`config.mk`:
```
export PLATFORM = sky130hd
export DESIGN_NAME = simd_alu
export DESIGN_NICKNAME = d
export VERILOG_FILES = /design/src/rtl/alu_op_pkg.sv /design/src/rtl/simd_pkg.sv /design/src/rtl/simd_alu.sv /design/src/rtl/alu_result_stage.sv /design/src/rtl/simd_comparator.sv /design/src/rtl/simd_shifter.sv /design/src/rtl/simd_adder.sv
export SDC_FILE = /design/constraint.sdc
export NUM_CORES = 1
export LEC_CHECK = 0
export BUFFER_PORTS_ARGS = -buffer_cell sky130_fd_sc_hd__buf_2
export CORE_MARGIN = 2
export CORE_UTILIZATION = 40
export DETAILED_ROUTE_END_ITERATION = 7
export GPL_TIMING_DRIVEN = 0
export PLACE_DENSITY = 0.64
export SKIP_CTS_REPAIR_TIMING = 1
export SYNTH_ARGS = -nofsm -noshare
export SYNTH_HDL_FRONTEND = slang
export SYNTH_HIERARCHICAL = 1
export SYNTH_SLANG_ARGS = --single-unit
```
`constraint.sdc`:
```
create_clock -name clk_i -period 1 [get_ports clk_i]
set_clock_uncertainty 0.05 [all_clocks]
set_input_delay 0.2 -clock clk_i [delete_from_list [all_inputs] [get_ports clk_i]]
set_output_delay 0.2 -clock clk_i [all_outputs]
set_load 0.005 [all_outputs]
```
`src/rtl/alu_op_pkg.sv`:
```
/*
  operator codes of the SIMD integer ALU
  codes follow the execute-stage encoding of the core, the RELU forms sit on free codes
  any code outside this enum gives a zero result
*/
`default_nettype none

package alu_op_pkg;

  typedef enum logic [6:0] {
    // arithmetic, through the partitioned adder
    ALU_ADD   = 7'b0011000,
    ALU_SUB   = 7'b0011001,
    // shifts and rotate
    ALU_SRA   = 7'b0100100,
    ALU_SRL   = 7'b0100101,
    ALU_ROR   = 7'b0100110,
    ALU_SLL   = 7'b0100111,
    // logic
    ALU_AND   = 7'b0010101,
    ALU_OR    = 7'b0101110,
    ALU_XOR   = 7'b0101111,
    // vector compares, one result per lane
    ALU_LTS   = 7'b0000000,
    ALU_LTU   = 7'b0000001,
    ALU_LES   = 7'b0000100,
    ALU_LEU   = 7'b0000101,
    ALU_GTS   = 7'b0001000,
    ALU_GTU   = 7'b0001001,
    ALU_GES   = 7'b0001010,
    ALU_GEU   = 7'b0001011,
    ALU_EQ    = 7'b0001100,
    ALU_NE    = 7'b0001101,
    // scalar set-less-than, top lane into bit 0
    ALU_SLTS  = 7'b0000010,
    ALU_SLTU  = 7'b0000011,
    // min and max per lane
    ALU_MIN   = 7'b0010000,
    ALU_MINU  = 7'b0010001,
    ALU_MAX   = 7'b0010010,
    ALU_MAXU  = 7'b0010011,
    // relu on word, halves, bytes
    ALU_RELU  = 7'b0111000,
    ALU_RELU2 = 7'b0111001,
    ALU_RELU4 = 7'b0111010
  } alu_opcode_e;

  // add and sub reach the result through the shifter with no shift
  function automatic logic op_is_addsub(input alu_opcode_e op);
    return (op == ALU_ADD) || (op == ALU_SUB);
  endfunction

  // relations that take the lane sign bit into account
  function automatic logic op_is_signed_cmp(input alu_opcode_e op);
    return op inside {ALU_GTS, ALU_GES, ALU_LTS, ALU_LES, ALU_SLTS, ALU_MIN, ALU_MAX};
  endfunction

  // min flips the greater select of the min/max mux
  function automatic logic op_is_min(input alu_opcode_e op);
    return (op == ALU_MIN) || (op == ALU_MINU);
  endfunction

endpackage

`default_nettype wire
```
`src/rtl/simd_pkg.sv`:
```
/*
  data layout of the SIMD ALU
  a word is one 32-bit lane, two 16-bit lanes or four 8-bit lanes
  vector mode 01 is reserved and behaves as 32-bit everywhere
*/
`default_nettype none

package simd_pkg;

  localparam int unsigned DATA_W    = 32;
  localparam int unsigned LANE_W    = 8;
  localparam int unsigned NUM_LANES = DATA_W / LANE_W;

  // lane split of the operands
  typedef enum logic [1:0] {
    VEC_MODE32 = 2'b00,
    VEC_MODE16 = 2'b10,
    VEC_MODE8  = 2'b11
  } vec_mode_e;

  // one ALU request, 73 bits
  typedef struct packed {
    alu_op_pkg::alu_opcode_e operator;
    vec_mode_e               vec_mode;
    logic [DATA_W-1:0]       operand_a;
    logic [DATA_W-1:0]       operand_b;
  } alu_req_t;

  // comparator outputs, one bit per byte, already merged to the lane width
  typedef struct packed {
    logic [NUM_LANES-1:0] is_greater;
    logic [NUM_LANES-1:0] cmp_result;
  } cmp_flags_t;

endpackage

`default_nettype wire

```
`src/rtl/simd_alu.sv`:
```
/*
  registered SIMD integer ALU, one execute stage
  req_i is sampled on a rising edge with enable_i high, the result follows
  one cycle later with valid_o, there is no back-pressure
  comparison_result_o is the compare outcome of the top lane
*/
`timescale 1ns/1ps
`default_nettype none

module simd_alu (
  input  wire                         clk_i,
  input  wire                         rst_n_i,
  input  wire                         enable_i,
  input  wire simd_pkg::alu_req_t     req_i,
  output logic [simd_pkg::DATA_W-1:0] result_o,
  output logic                        comparison_result_o,
  output logic                        valid_o
);

  import simd_pkg::*;

  logic [DATA_W-1:0] adder_result;
  logic [DATA_W-1:0] shift_result;
  cmp_flags_t        cmp_flags;

  // lane-partitioned add and sub
  simd_adder u_adder (
    .req_i (req_i),
    .sum_o (adder_result)
  );

  // shifts, also carries the sum on to the result stage
  simd_shifter u_shifter (
    .req_i          (req_i),
    .sum_i          (adder_result),
    .shift_result_o (shift_result)
  );

  // equal and greater terms for compares and min/max
  simd_comparator u_comparator (
    .req_i   (req_i),
    .flags_o (cmp_flags)
  );

  // logic ops, min/max, relu and the output register
  alu_result_stage u_result_stage (
    .clk_i               (clk_i),
    .rst_n_i             (rst_n_i),
    .enable_i            (enable_i),
    .req_i               (req_i),
    .shift_result_i      (shift_result),
    .flags_i             (cmp_flags),
    .result_o            (result_o),
    .comparison_result_o (comparison_result_o),
    .valid_o             (valid_o)
  );

endmodule

`default_nettype wire

```
`src/rtl/alu_result_stage.sv`:
```
/*
  result select and output register of the execute stage
  a request sampled with enable_i shows up one cycle later with valid_o
  result_o and comparison_result_o hold their value while enable_i is low
  unknown operator codes give a zero result
*/
`timescale 1ns/1ps
`default_nettype none

module alu_result_stage (
  input  wire                         clk_i,
  input  wire                         rst_n_i,
  input  wire                         enable_i,
  input  wire simd_pkg::alu_req_t     req_i,
  input  wire [simd_pkg::DATA_W-1:0]  shift_result_i,
  input  wire simd_pkg::cmp_flags_t   flags_i,
  output logic [simd_pkg::DATA_W-1:0] result_o,
  output logic                        comparison_result_o,
  output logic                        valid_o
);

  import simd_pkg::*;
  import alu_op_pkg::*;

  logic [DATA_W-1:0]    op_a;
  logic [DATA_W-1:0]    op_b;
  logic                 cmp_top;
  logic [NUM_LANES-1:0] sel_a;
  logic [DATA_W-1:0]    minmax_result;
  logic [DATA_W-1:0]    cmp_vec_result;
  logic [DATA_W-1:0]    relu_result;
  logic [DATA_W-1:0]    result_d;

  assign op_a    = req_i.operand_a;
  assign op_b    = req_i.operand_b;
  assign cmp_top = flags_i.cmp_result[NUM_LANES-1];

  // max keeps a where a is greater, min the other way round
  assign sel_a = flags_i.is_greater ^ {NUM_LANES{op_is_min(req_i.operator)}};

  // min/max pick and lane-filled compare bits, byte by byte
  always_comb begin
    for (int i = 0; i < NUM_LANES; i++) begin
      minmax_result[LANE_W*i +: LANE_W]  = sel_a[i] ? op_a[LANE_W*i +: LANE_W] :
                                                      op_b[LANE_W*i +: LANE_W];
      cmp_vec_result[LANE_W*i +: LANE_W] = {LANE_W{flags_i.cmp_result[i]}};
    end
  end

  // relu zeroes each word, half or byte with its sign bit set
  always_comb begin
    relu_result = op_a;
    case (req_i.operator)
      ALU_RELU: begin
        if (op_a[DATA_W-1]) relu_result = '0;
      end
      ALU_RELU2: begin
        for (int h = 0; h < 2; h++) begin
          if (op_a[16*h+15]) relu_result[16*h +: 16] = '0;
        end
      end
      ALU_RELU4: begin
        for (int i = 0; i < NUM_LANES; i++) begin
          if (op_a[LANE_W*i+LANE_W-1]) relu_result[LANE_W*i +: LANE_W] = '0;
        end
      end
      default: ;
    endcase
  end

  //////////////////////////////////////////////////
  // result mux
  //////////////////////////////////////////////////

  always_comb begin
    case (req_i.operator)
      ALU_AND: result_d = op_a & op_b;
      ALU_OR:  result_d = op_a | op_b;
      ALU_XOR: result_d = op_a ^ op_b;
      // add and sub arrive through the shifter
      ALU_ADD, ALU_SUB, ALU_SLL, ALU_SRL, ALU_SRA, ALU_ROR: result_d = shift_result_i;
      ALU_EQ, ALU_NE, ALU_GTS, ALU_GTU, ALU_GES, ALU_GEU,
      ALU_LTS, ALU_LTU, ALU_LES, ALU_LEU: result_d = cmp_vec_result;
      ALU_SLTS, ALU_SLTU: result_d = {{(DATA_W-1){1'b0}}, cmp_top};
      ALU_MIN, ALU_MINU, ALU_MAX, ALU_MAXU: result_d = minmax_result;
      ALU_RELU, ALU_RELU2, ALU_RELU4: result_d = relu_result;
      default: result_d = '0;
    endcase
  end

  //////////////////////////////////////////////////
  // output register
  //////////////////////////////////////////////////

  always_ff @(posedge clk_i or negedge rst_n_i) begin
    if (!rst_n_i) begin
      valid_o             <= 1'b0;
      result_o            <= '0;
      comparison_result_o <= 1'b0;
    end else begin
      valid_o <= enable_i;
      // hold last result between strobes
      if (enable_i) begin
        result_o            <= result_d;
        comparison_result_o <= cmp_top;
      end
    end
  end

  // min/max picks whole lanes, so the greater flags agree inside a 16- or 32-bit lane
  a_greater_merged: assert property (
    @(posedge clk_i) disable iff (!rst_n_i)
    enable_i && (req_i.vec_mode != VEC_MODE8) |->
      (flags_i.is_greater[3] == flags_i.is_greater[2]) &&
      (flags_i.is_greater[1] == flags_i.is_greater[0])
  ) else $error("is_greater is not merged to the lane width");

  // a strobed request carries a defined operator
  a_operator_known: assert property (
    @(posedge clk_i) disable iff (!rst_n_i) enable_i |-> !$isunknown(req_i.operator)
  ) else $error("operator is X or Z on a strobed request");

endmodule

`default_nettype wire

```
`src/rtl/simd_comparator.sv`:
```
/*
  lane comparator for the vector compares, SLT and min/max
  greater and equal are formed per byte and chained up to the lane width
  signed relations look at the sign bit of the top byte of each lane only
  unused relation codes report the equal term
*/
`timescale 1ns/1ps
`default_nettype none

module simd_comparator (
  input  wire simd_pkg::alu_req_t     req_i,
  output simd_pkg::cmp_flags_t        flags_o
);

  import simd_pkg::*;
  import alu_op_pkg::*;

  logic [DATA_W-1:0]    op_a;
  logic [DATA_W-1:0]    op_b;
  logic [NUM_LANES-1:0] cmp_signed;
  logic [NUM_LANES-1:0] eq_byte;
  logic [NUM_LANES-1:0] gt_byte;
  logic [NUM_LANES-1:0] is_equal;
  logic [NUM_LANES-1:0] is_greater;
  logic [NUM_LANES-1:0] cmp_result;

  assign op_a = req_i.operand_a;
  assign op_b = req_i.operand_b;

  // bytes that hold a lane sign
  always_comb begin
    cmp_signed = '0;
    if (op_is_signed_cmp(req_i.operator)) begin
      case (req_i.vec_mode)
        VEC_MODE16: cmp_signed = 4'b1010;
        VEC_MODE8:  cmp_signed = 4'b1111;
        default:    cmp_signed = 4'b1000;
      endcase
    end
  end

  //////////////////////////////////////////////////
  // byte terms
  //////////////////////////////////////////////////

  // a ninth bit carries the sign where it counts, zero elsewhere
  always_comb begin
    for (int i = 0; i < NUM_LANES; i++) begin
      eq_byte[i] = (op_a[LANE_W*i +: LANE_W] == op_b[LANE_W*i +: LANE_W]);
      gt_byte[i] = $signed({op_a[LANE_W*i+LANE_W-1] & cmp_signed[i], op_a[LANE_W*i +: LANE_W]}) >
                   $signed({op_b[LANE_W*i+LANE_W-1] & cmp_signed[i], op_b[LANE_W*i +: LANE_W]});
    end
  end

  // chain upper byte over lower byte, copy the lane result into each byte
  always_comb begin
    case (req_i.vec_mode)
      VEC_MODE16: begin
        is_equal   = {{2{eq_byte[3] & eq_byte[2]}}, {2{eq_byte[1] & eq_byte[0]}}};
        is_greater = {{2{gt_byte[3] | (eq_byte[3] & gt_byte[2])}},
                      {2{gt_byte[1] | (eq_byte[1] & gt_byte[0])}}};
      end
      VEC_MODE8: begin
        is_equal   = eq_byte;
        is_greater = gt_byte;
      end
      default: begin
        is_equal   = {NUM_LANES{&eq_byte}};
        is_greater = {NUM_LANES{gt_byte[3] | (eq_byte[3] & (gt_byte[2] |
                                (eq_byte[2] & (gt_byte[1] | (eq_byte[1] & gt_byte[0])))))}};
      end
    endcase
  end

  //////////////////////////////////////////////////
  // relation
  //////////////////////////////////////////////////

  always_comb begin
    case (req_i.operator)
      ALU_NE:                               cmp_result = ~is_equal;
      ALU_GTS, ALU_GTU:                     cmp_result = is_greater;
      ALU_GES, ALU_GEU:                     cmp_result = is_greater | is_equal;
      ALU_LTS, ALU_LTU, ALU_SLTS, ALU_SLTU: cmp_result = ~(is_greater | is_equal);
      ALU_LES, ALU_LEU:                     cmp_result = ~is_greater;
      default:                              cmp_result = is_equal;
    endcase
  end

  assign flags_o = '{is_greater: is_greater, cmp_result: cmp_result};

endmodule

`default_nettype wire

```
`src/rtl/simd_shifter.sv`:
```
/*
  per-lane shifter, only right shifts are built
  SLL reverses the operand and the lane amounts, shifts right and reverses back
  amounts: 5 bits per word, 4 per half, 3 per byte, upper bits of each lane ignored
  ROR rotates only in 32-bit mode, vector modes shift logically
  ADD and SUB pass the adder sum through unshifted
*/
`timescale 1ns/1ps
`default_nettype none

module simd_shifter (
  input  wire simd_pkg::alu_req_t     req_i,
  input  wire [simd_pkg::DATA_W-1:0]  sum_i,
  output logic [simd_pkg::DATA_W-1:0] shift_result_o
);

  import simd_pkg::*;
  import alu_op_pkg::*;

  logic                pass_sum;
  logic                shift_left;
  logic                shift_arith;
  logic [DATA_W-1:0]   a_rev;
  logic [DATA_W-1:0]   amt_left;
  logic [DATA_W-1:0]   amt;
  logic [DATA_W-1:0]   shift_in;
  logic [2*DATA_W-1:0] word_in;
  logic [DATA_W-1:0]   right_result;
  logic [DATA_W-1:0]   right_rev;

  assign pass_sum    = op_is_addsub(req_i.operator);
  assign shift_left  = (req_i.operator == ALU_SLL);
  assign shift_arith = (req_i.operator == ALU_SRA);

  assign a_rev = {<<{req_i.operand_a}};

  // reversed operand means reversed lane order of the amounts
  always_comb begin
    case (req_i.vec_mode)
      VEC_MODE16: amt_left = {<<16{req_i.operand_b}};
      VEC_MODE8:  amt_left = {<<8{req_i.operand_b}};
      default:    amt_left = req_i.operand_b;
    endcase
  end

  // sum goes through with amount zero
  assign shift_in = pass_sum ? sum_i : (shift_left ? a_rev : req_i.operand_a);
  assign amt      = pass_sum ? '0 : (shift_left ? amt_left : req_i.operand_b);

  //////////////////////////////////////////////////
  // right shift per lane
  //////////////////////////////////////////////////

  // 64-bit image, upper half is the word again for ROR or the sign fill
  assign word_in = (req_i.operator == ALU_ROR) ? {shift_in, shift_in} :
                   {{DATA_W{shift_arith & shift_in[DATA_W-1]}}, shift_in};

  always_comb begin
    case (req_i.vec_mode)
      VEC_MODE16: begin
        for (int h = 0; h < 2; h++) begin
          right_result[16*h +: 16] = 16'($signed({shift_arith & shift_in[16*h+15],
                                                  shift_in[16*h +: 16]}) >>> amt[16*h +: 4]);
        end
      end
      VEC_MODE8: begin
        for (int i = 0; i < NUM_LANES; i++) begin
          right_result[LANE_W*i +: LANE_W] =
            LANE_W'($signed({shift_arith & shift_in[LANE_W*i+LANE_W-1],
                             shift_in[LANE_W*i +: LANE_W]}) >>> amt[LANE_W*i +: 3]);
        end
      end
      default: begin
        right_result = DATA_W'(word_in >> amt[4:0]);
      end
    endcase
  end

  // undo the reversal for left shifts
  assign right_rev      = {<<{right_result}};
  assign shift_result_o = shift_left ? right_rev : right_result;

endmodule

`default_nettype wire

```
`src/rtl/simd_adder.sv`:
```
/*
  partitioned adder for ADD and SUB in 32-bit, 2x16 and 4x8 mode
  a separator bit below each byte either passes, blocks or injects a carry
  results wrap inside each lane, no carry out or overflow is reported
*/
`timescale 1ns/1ps
`default_nettype none

module simd_adder (
  input  wire simd_pkg::alu_req_t     req_i,
  output logic [simd_pkg::DATA_W-1:0] sum_o
);

  import simd_pkg::*;
  import alu_op_pkg::*;

  logic                        negate_b;
  logic [DATA_W-1:0]           op_b;
  logic [NUM_LANES-1:0]        lane_start;
  logic [DATA_W+NUM_LANES-1:0] in_a;
  logic [DATA_W+NUM_LANES-1:0] in_b;
  logic [DATA_W+NUM_LANES-1:0] sum_exp;

  // a - b as a + ~b + 1, the +1 comes in per lane
  assign negate_b = (req_i.operator == ALU_SUB);
  assign op_b     = negate_b ? ~req_i.operand_b : req_i.operand_b;

  // bytes that open a new lane
  always_comb begin
    case (req_i.vec_mode)
      VEC_MODE16: lane_start = 4'b0101;
      VEC_MODE8:  lane_start = 4'b1111;
      default:    lane_start = 4'b0001;
    endcase
  end

  // separator below byte i
  //   inside a lane      a=1 b=0, carry ripples on
  //   lane start, add    a=0 b=0, carry is swallowed
  //   lane start, sub    a=1 b=1, fresh carry-in of one
  always_comb begin
    for (int i = 0; i < NUM_LANES; i++) begin
      in_a[(LANE_W+1)*i]             = ~lane_start[i] | negate_b;
      in_b[(LANE_W+1)*i]             = lane_start[i] & negate_b;
      in_a[(LANE_W+1)*i+1 +: LANE_W] = req_i.operand_a[LANE_W*i +: LANE_W];
      in_b[(LANE_W+1)*i+1 +: LANE_W] = op_b[LANE_W*i +: LANE_W];
    end
  end

  // one 36-bit add, the carry out of the top byte is lost
  assign sum_exp = in_a + in_b;

  // drop the separators again
  always_comb begin
    for (int i = 0; i < NUM_LANES; i++) begin
      sum_o[LANE_W*i +: LANE_W] = sum_exp[(LANE_W+1)*i+1 +: LANE_W];
    end
  end

endmodule

`default_nettype wire

```
After elaboration in Yosys (flattened, before gate mapping)
Index checks and enable logic that the tools add are counted.
{"block": "totals", "ff_bits": 34, "inputBits": 76, "out_inout_bits": 34, "wordCells": 133}
{"block": "classes", "addsub": 1, "order_cmp": 4, "eq_ne": 33, "shift": 7, "muxes": 28, "bitwise_logic": 43, "n_reduce_logical": 14}
{"operator": "one-hot mux 32 bit (8 select lines)", "n": 1}
{"operator": "two-way mux 32 bit", "n": 4}
{"operator": "one-hot mux 32 bit (3 select lines)", "n": 1}
{"operator": "two-way mux 64 bit", "n": 1}
{"operator": "one-hot mux 32 bit (2 select lines)", "n": 1}
{"operator": "right shift 64 x 5 -> 32 bit", "n": 1}
{"operator": "== test 7 x 6 -> 1 bit (second input constant)", "n": 9}
{"operator": "two-way mux 27 bit", "n": 2}
{"operator": "one-hot mux 27 bit (2 select lines)", "n": 1}
{"operator": "== test 7 x 5 -> 1 bit (second input constant)", "n": 7}
{"operator": "== test 7 x 4 -> 1 bit (second input constant)", "n": 6}
{"operator": "adder 36 bit", "n": 1}
{"operator": "greater-than comparator 9 bit", "n": 4}
{"operator": ">>> shifter 9 x 3 -> 8 bit", "n": 4}
{"operator": ">>> shifter 17 x 4 -> 16 bit", "n": 2}
{"operator": "AND 32 bit", "n": 1}
{"operator": "== test 8 bit", "n": 4}
{"operator": "two-way mux 8 bit", "n": 4}
{"operator": "inverter 32 bit", "n": 1}
{"operator": "bitwise OR 32 bit", "n": 1}
{"operator": "bitwise XOR 32 bit", "n": 1}
{"operator": "two-way mux 31 bit", "n": 1}
{"operator": "two-way mux 15 bit", "n": 2}
{"operator": "two-way mux 7 bit", "n": 4}
{"operator": "23 further kinds", "n": 66}

Depth between registers and ports, before layout
{"block": "depth", "word_depth": 16, "ltp_mapped": 29, "ltp_nobuf": 26}

Modules after synthesis
The synthesis kept the hierarchy.
{"mod": "simd_shifter", "instances": 1, "cells_per_inst": 1101, "area_per_inst_um2": 7294.5, "seq_area_each_um2": 0.0}
{"mod": "alu_result_stage", "instances": 1, "cells_per_inst": 543, "area_per_inst_um2": 4341.7, "seq_area_each_um2": 850.8}
{"mod": "simd_adder", "instances": 1, "cells_per_inst": 276, "area_per_inst_um2": 2093.3, "seq_area_each_um2": 0.0}
{"mod": "simd_comparator", "instances": 1, "cells_per_inst": 217, "area_per_inst_um2": 1537.7, "seq_area_each_um2": 0.0}

Worst setup path after synthesis
Ideal clock, no wire load.
{"block": "synth_path", "path_type": "in2reg", "from": "input req_i[67] (netlist name)", "to": "register u_result_stage/result_o[29] (netlist name)", "setup_time_ns": 0.121, "t_arrival_ns": 5.524, "required_ns": 0.829, "path_slack_ns": -4.695, "path_stages": 27, "n_path_buf": 1, "path_cell_list": "and4bb_4 > nand2_2 > buf_1 > xnor2_1 > ha_1 > nand2_1 > or3b_1 > a31oi_1 > a2111oi_2 > or3_1 > a31oi_2 > o2111ai_2 > a31oi_1 > xnor2_1 > nor3_1 > a31oi_2 > a32oi_1 > a21oi_1 > a22oi_1 > o32ai_1 > nor3_1 > a22oi_1 > nor2b_1 > and3_1 > a221oi_1 > o211ai_1 > a22o_1"}
{"block": "synth_between", "elab_cells_between_ends": 95, "classes_between": "add/sub: 1; order compare: 4; eq/ne: 27; shift: 5; mux: 14; bitwise: 31; reduce/logical: 13"}
{"element": "start, declared", "line": "simd_alu.sv:14", "text": "input wire simd_pkg::alu_req_t req_i,"}
{"element": "== test 7 x 5 -> 1 bit *", "line": "simd_adder.sv:25", "text": "assign negate_b = (req_i.operator == ALU_SUB);"}
{"element": "bitwise OR 1 bit (tied with other cells)", "line": "simd_adder.sv:43", "text": "in_a[(LANE_W+1)*i] = ~lane_start[i] | negate_b;"}
{"element": "adder 36 bit *", "line": "simd_adder.sv:51", "text": "assign sum_exp = in_a + in_b;"}
{"element": "net adder_result[31]", "line": "simd_alu.sv:22", "text": "logic [DATA_W-1:0] adder_result;"}
{"element": "two-way mux 32 bit *", "line": "simd_shifter.sv:47", "text": "assign shift_in = pass_sum ? sum_i : (shift_left ? a_rev : req_i.operand_a);"}
{"element": "AND 1 bit", "line": "simd_shifter.sv:56, simd_shifter.sv:62, simd_shifter.sv:69"}
{"element": "two-way mux 64 bit", "line": "simd_shifter.sv:55", "text": "assign word_in = (req_i.operator == ALU_ROR) ? {shift_in, shift_in} :"}
{"element": "right shift 64 x 5 -> 32 bit", "line": "simd_shifter.sv:74", "text": "right_result = DATA_W'(word_in >> amt[4:0]);"}
{"element": "one-hot mux 32 bit (2 select lines) *", "line": "simd_shifter.sv:59", "text": "case (req_i.vec_mode)"}
{"element": "two-way mux 32 bit *", "line": "simd_shifter.sv:81", "text": "assign shift_result_o = shift_left ? right_rev : right_result;"}
{"element": "net shift_result[29]", "line": "simd_alu.sv:23", "text": "logic [DATA_W-1:0] shift_result;"}
{"element": "one-hot mux 32 bit (8 select lines) *", "line": "alu_result_stage.sv:76", "text": "case (req_i.operator)"}
{"element": "end signal, assigned", "line": "alu_result_stage.sv:104", "text": "result_o <= result_d;"}
{"element": "end, declared", "line": "alu_result_stage.sv:17", "text": "output logic [simd_pkg::DATA_W-1:0] result_o,"}
The timed path passes the listed nets; every way through them passes the cells marked *.
A chain may end at the register's enable or synchronous reset.

Worst setup path after layout
{"block": "layout_path", "from": "input req_i[67] (netlist name)", "to": "register u_result_stage/result_o[11] (netlist name)"}
{"block": "layout_between", "elab_cells_between_ends": 93, "classes_between": "add/sub: 1; order compare: 4; eq/ne: 27; shift: 5; mux: 14; bitwise: 29; reduce/logical: 13"}
{"element": "== test 7 x 5 -> 1 bit *", "line": "simd_adder.sv:25"}
{"element": "bitwise OR 1 bit (tied with other cells)", "line": "simd_adder.sv:43"}
{"element": "adder 36 bit *", "line": "simd_adder.sv:51"}
{"element": "net adder_result[29]", "line": "simd_alu.sv:22"}
{"element": "two-way mux 32 bit *", "line": "simd_shifter.sv:47"}
{"element": "two-way mux 64 bit", "line": "simd_shifter.sv:55"}
{"element": "right shift 64 x 5 -> 32 bit", "line": "simd_shifter.sv:74"}
{"element": "one-hot mux 32 bit (2 select lines) *", "line": "simd_shifter.sv:59"}
{"element": "two-way mux 32 bit *", "line": "simd_shifter.sv:81"}
{"element": "net shift_result[11]", "line": "simd_alu.sv:23"}
{"element": "one-hot mux 32 bit (8 select lines) *", "line": "alu_result_stage.sv:76"}
Marks and branches as above.

==> impl_metrics.yaml <==
global_route:
  grt_pass1_wl_um: 130800
  grt_use_total_pct: 45.48
  grt_pass1_vias: 18560
  antenna_found_initial: 2
  grt.overflow.total: 0
  grt_max_degree: 35
synthesis:
  avgSynthCellArea_um2: 7.144
  ys.flop_type: "dfrtp_1"
  syn_area_mm2: 0.01527
  synth_edf_count: 0
  synth_cell_types: 126
  syn_nets: 2340
  ys_ff_latch: 34
  synthMuxAreaShare_pct: 12.95
  synth_simple_gate_area_share_pct: 22.83
  synth_top_family_by_area: "compound AO/OA/AOI/OAI gates"
  yosys.area_share.xor_xnor_pct: 4.196
  synthArstFlopShare_pct: 100.0
  synthAdderAreaFrac_pct: 10.41
  ys.warnings.count: 6
  synthCells: 2137
  yosysSeqAreaShare_pct: 5.573
  synth_compound_area_share_pct: 35.42
floorplan:
  row_count: 71
  core_mm2: 0.03767
  die_h_um: 199.4
  die_x_um: 199.4
  dieArea_mm2: 0.03975
  initial_utilization_pct: 40.53
  pin_count: 110
timing:
  worst_slack_ns: -5.383
  rsz0062_at_grt: "true"
  fmax_ghz: 0.1567
  fin_crit_sh_pct: 638.3
  hold_slack_ns: -0.06724
  finalSetupViolations: 67
  hold_viol_final: 34
  worst_slew_pin_slew_ns: 1.290
  period_needed_ns: 6.383
  slew_viol_final: 0
  relSlewSlack_pct: 13.31
setup_path:
  crit_required_ns: 1.15
  critical_path_class: "input port to register"
  worst_setup_path_start_kind: "input port"
  timing.rr.end: "u_result_stage/result_o[20]"
  r2r_slack_ns: -0.39
  end_kind: "register"
  cp.arrival_ns: 6.54
  critPathMaxFanout: 7
  reg2reg_depth: 4
  r2r-start: "u_result_stage/result_o[20]"
layout:
  area_growth_pct: 29.75
  nets: 2575
  seqCellArea_um2: 850.8
  fillers: 3703
  drive_above_1_share_pct: 29.75
  multiInputGateArea_mm2: 0.01505
  finish.utilization_pct: 52.59
status:
  status: "finished with violations"
  violations: "hold timing, setup timing"
clock_network:
  root_buffer: "clkbuf_16"
  clkTransAtPathRegs_ns: 0.05
  numCtsBuffers: 5
  clock_latency_ns: 0.28
  clock_sinks: 34
  cts_tree: "done"
  clockBufferDepth: 2
  cts_max_level: 2
place:
  portBuffers: 109
  dpl.hpwl_um: 71510
  gp_congestion: 1.071
  pre_cts_slack_ns: -6.656
power:
  leakage_nw: 8.148
  p_per_area_mw_per_mm2: 682.3
  vdd_drop_max_uv: 645.6
routing:
  wl_per_cell_um: 32.64
  drc: 0
  dr.pass1.iters: 7
  drt_iter0_drc: 2654
  ant_nets: 0
  num_vias: 20510
  drt-total-wl_um: 94220
  vias_per_cell: 7.104
worst_hold_path:
  min_path_type: "input port to asynchronous set/reset pin"
run:
  cap_violations: 0
[cell families (layout without fill, tap and decap cells)]
kind of cell / count (synthesis) / count (layout)
AOI/OAI and AO/OA: 747 / 747
xor gates and xnor gates: 71 / 71
adders and majority gates: 127 / 127
buffers and inverters: 281 / 517
DFF: 34 / 34
muxes: 187 / 187
other: 0 / 3
and+or+nand+nor: 690 / 690
[placed cells by master, fill, tap and decap left out, types with 25 or more instances in the layout]
cell / synthesis / final
a21oi_1: 130 / 106
xnor2_1: 55 / 49
dfrtp_1: 34 / 34
nand2_1: 225 / 220
clkbuf_1: 62 / 62
o211ai_1: 25 / 25
mux2i_4: 4 / 26
nand3_1: 99 / 94
a22oi_1: 74 / 54
o22ai_1: 53 / 43
inv_1: 117 / 110
nor2_1: 121 / 110
a31oi_1: 34 / 25
o21ai_1: 24 / 34
buf_4: 19 / 126
ha_1: 127 / 116
mux2i_1: 155 / 124
o21ai_0: 125 / 111
buf_6: 11 / 36
buf_2: 58 / 135
nor3_1: 77 / 49
nand4_1: 32 / 32
[worst max-delay path by stage]
stage / start / endpoint / slack, ns / cells past startpoint
6_report: req_i[67] / u_result_stage/result_o[11] / -5.38 / 28
5_1_grt: req_i[67] / u_result_stage/result_o[18] / -5.43 / 31
4_1_cts: req_i[68] / u_result_stage/result_o[16] / -6.37 / 27
3_5_place_dp: req_i[68] / u_result_stage/result_o[16] / -6.66 / 27
3_3_place_gp: req_i[68] / u_result_stage/result_o[16] / -6.55 / 27
2_1_floorplan: req_i[72] / u_result_stage/result_o[17] / -4.17 / 27
[worst max-delay path: stages]
cell       delay (ns)
buf_12           0.11
and4bb_4         0.42
nand2_8          0.11
buf_12           0.15
xnor2_2          0.12
ha_1             0.37
nand2_1          0.09
or3b_4           0.42
a31oi_4          0.23
a2111oi_4        0.08
or3_4            0.40
a31oi_4          0.27
o2111ai_4        0.20
buf_4            0.19
a211o_1          0.28
nand4_1          0.15
nor3_4           0.07
a31oi_4          0.38
mux2i_2          0.16
mux2i_4          0.32
buf_4            0.19
o22ai_4          0.11
a211oi_4         0.40
nor3_4           0.13
mux2i_1          0.20
nor3b_1          0.46
a2111oi_2        0.14
o2bb2ai_1        0.16
[metrics by stage]
step / TNS (ns) / area, um^2 / instances / power [W]
2_1_floorplan: -126.88 / 15620 / 2137 / 0.006668
3_3_place_gp: -195.62 / 16810 / 2757 / 0.009808
3_5_place_dp: -195.94 / 16810 / 2757 / 0.009843
4_1_cts: -188.21 / 16960 / 2765 / 0.01142
5_1_grt: -169.12 / 19800 / 2884 / 0.01394
6_report: -166.02 / 19810 / 2887 / 0.01352
[layout make-up]
type	count	area share (%)
clock buffers	7	0.7201
clock inverters	1	0.02527
diodes	3	0.03790
plain buffers	161	4.706
repair buffers	228	8.717
multi-input cells	1822	75.96
well taps	511	3.228
flip-flops and latches	34	4.295
inverters	120	2.312
[cell usage after synthesis, types with 58 or more instances]
library cell	number	area, um^2
nor2_1	121	454.2
nand3_1	99	495.5
buf_2	58	290.3
inv_1	117	439.2
nor3_1	77	385.4
a22oi_1	74	555.5
clkbuf_1	62	232.7
a21oi_1	130	650.6
nand2_1	225	844.6
ha_1	127	1589
o21ai_0	125	625.6
mux2i_1	155	1551
[sequential cells by signal, summed over array words and instances, names as in the netlist]
register,flops
u_result_stage/comparison_result_o,1
u_result_stage/valid_o,1
u_result_stage/result_o,32
[where the power goes]
part / switching, W / internal (W) / leakage (nW)
combinational: 0.00682 / 0.00374 / 7.60
clock: 0.000557 / 0.000986 / 0.0739
sequential: 0.0000141 / 0.00140 / 0.471
[routing by layer]
metal  vias up  routed length, um  share of wire, %  GRT usage [%]
met5         -                  0                 0              0
met4         0               9225               9.8          36.90
met3       476               9433                10          9.907
met2      1595              40900                43          70.33
met1      9813              34660                37          54.23
li1       8626                  -                 -              -
Power figures use the tool's default switching activity.
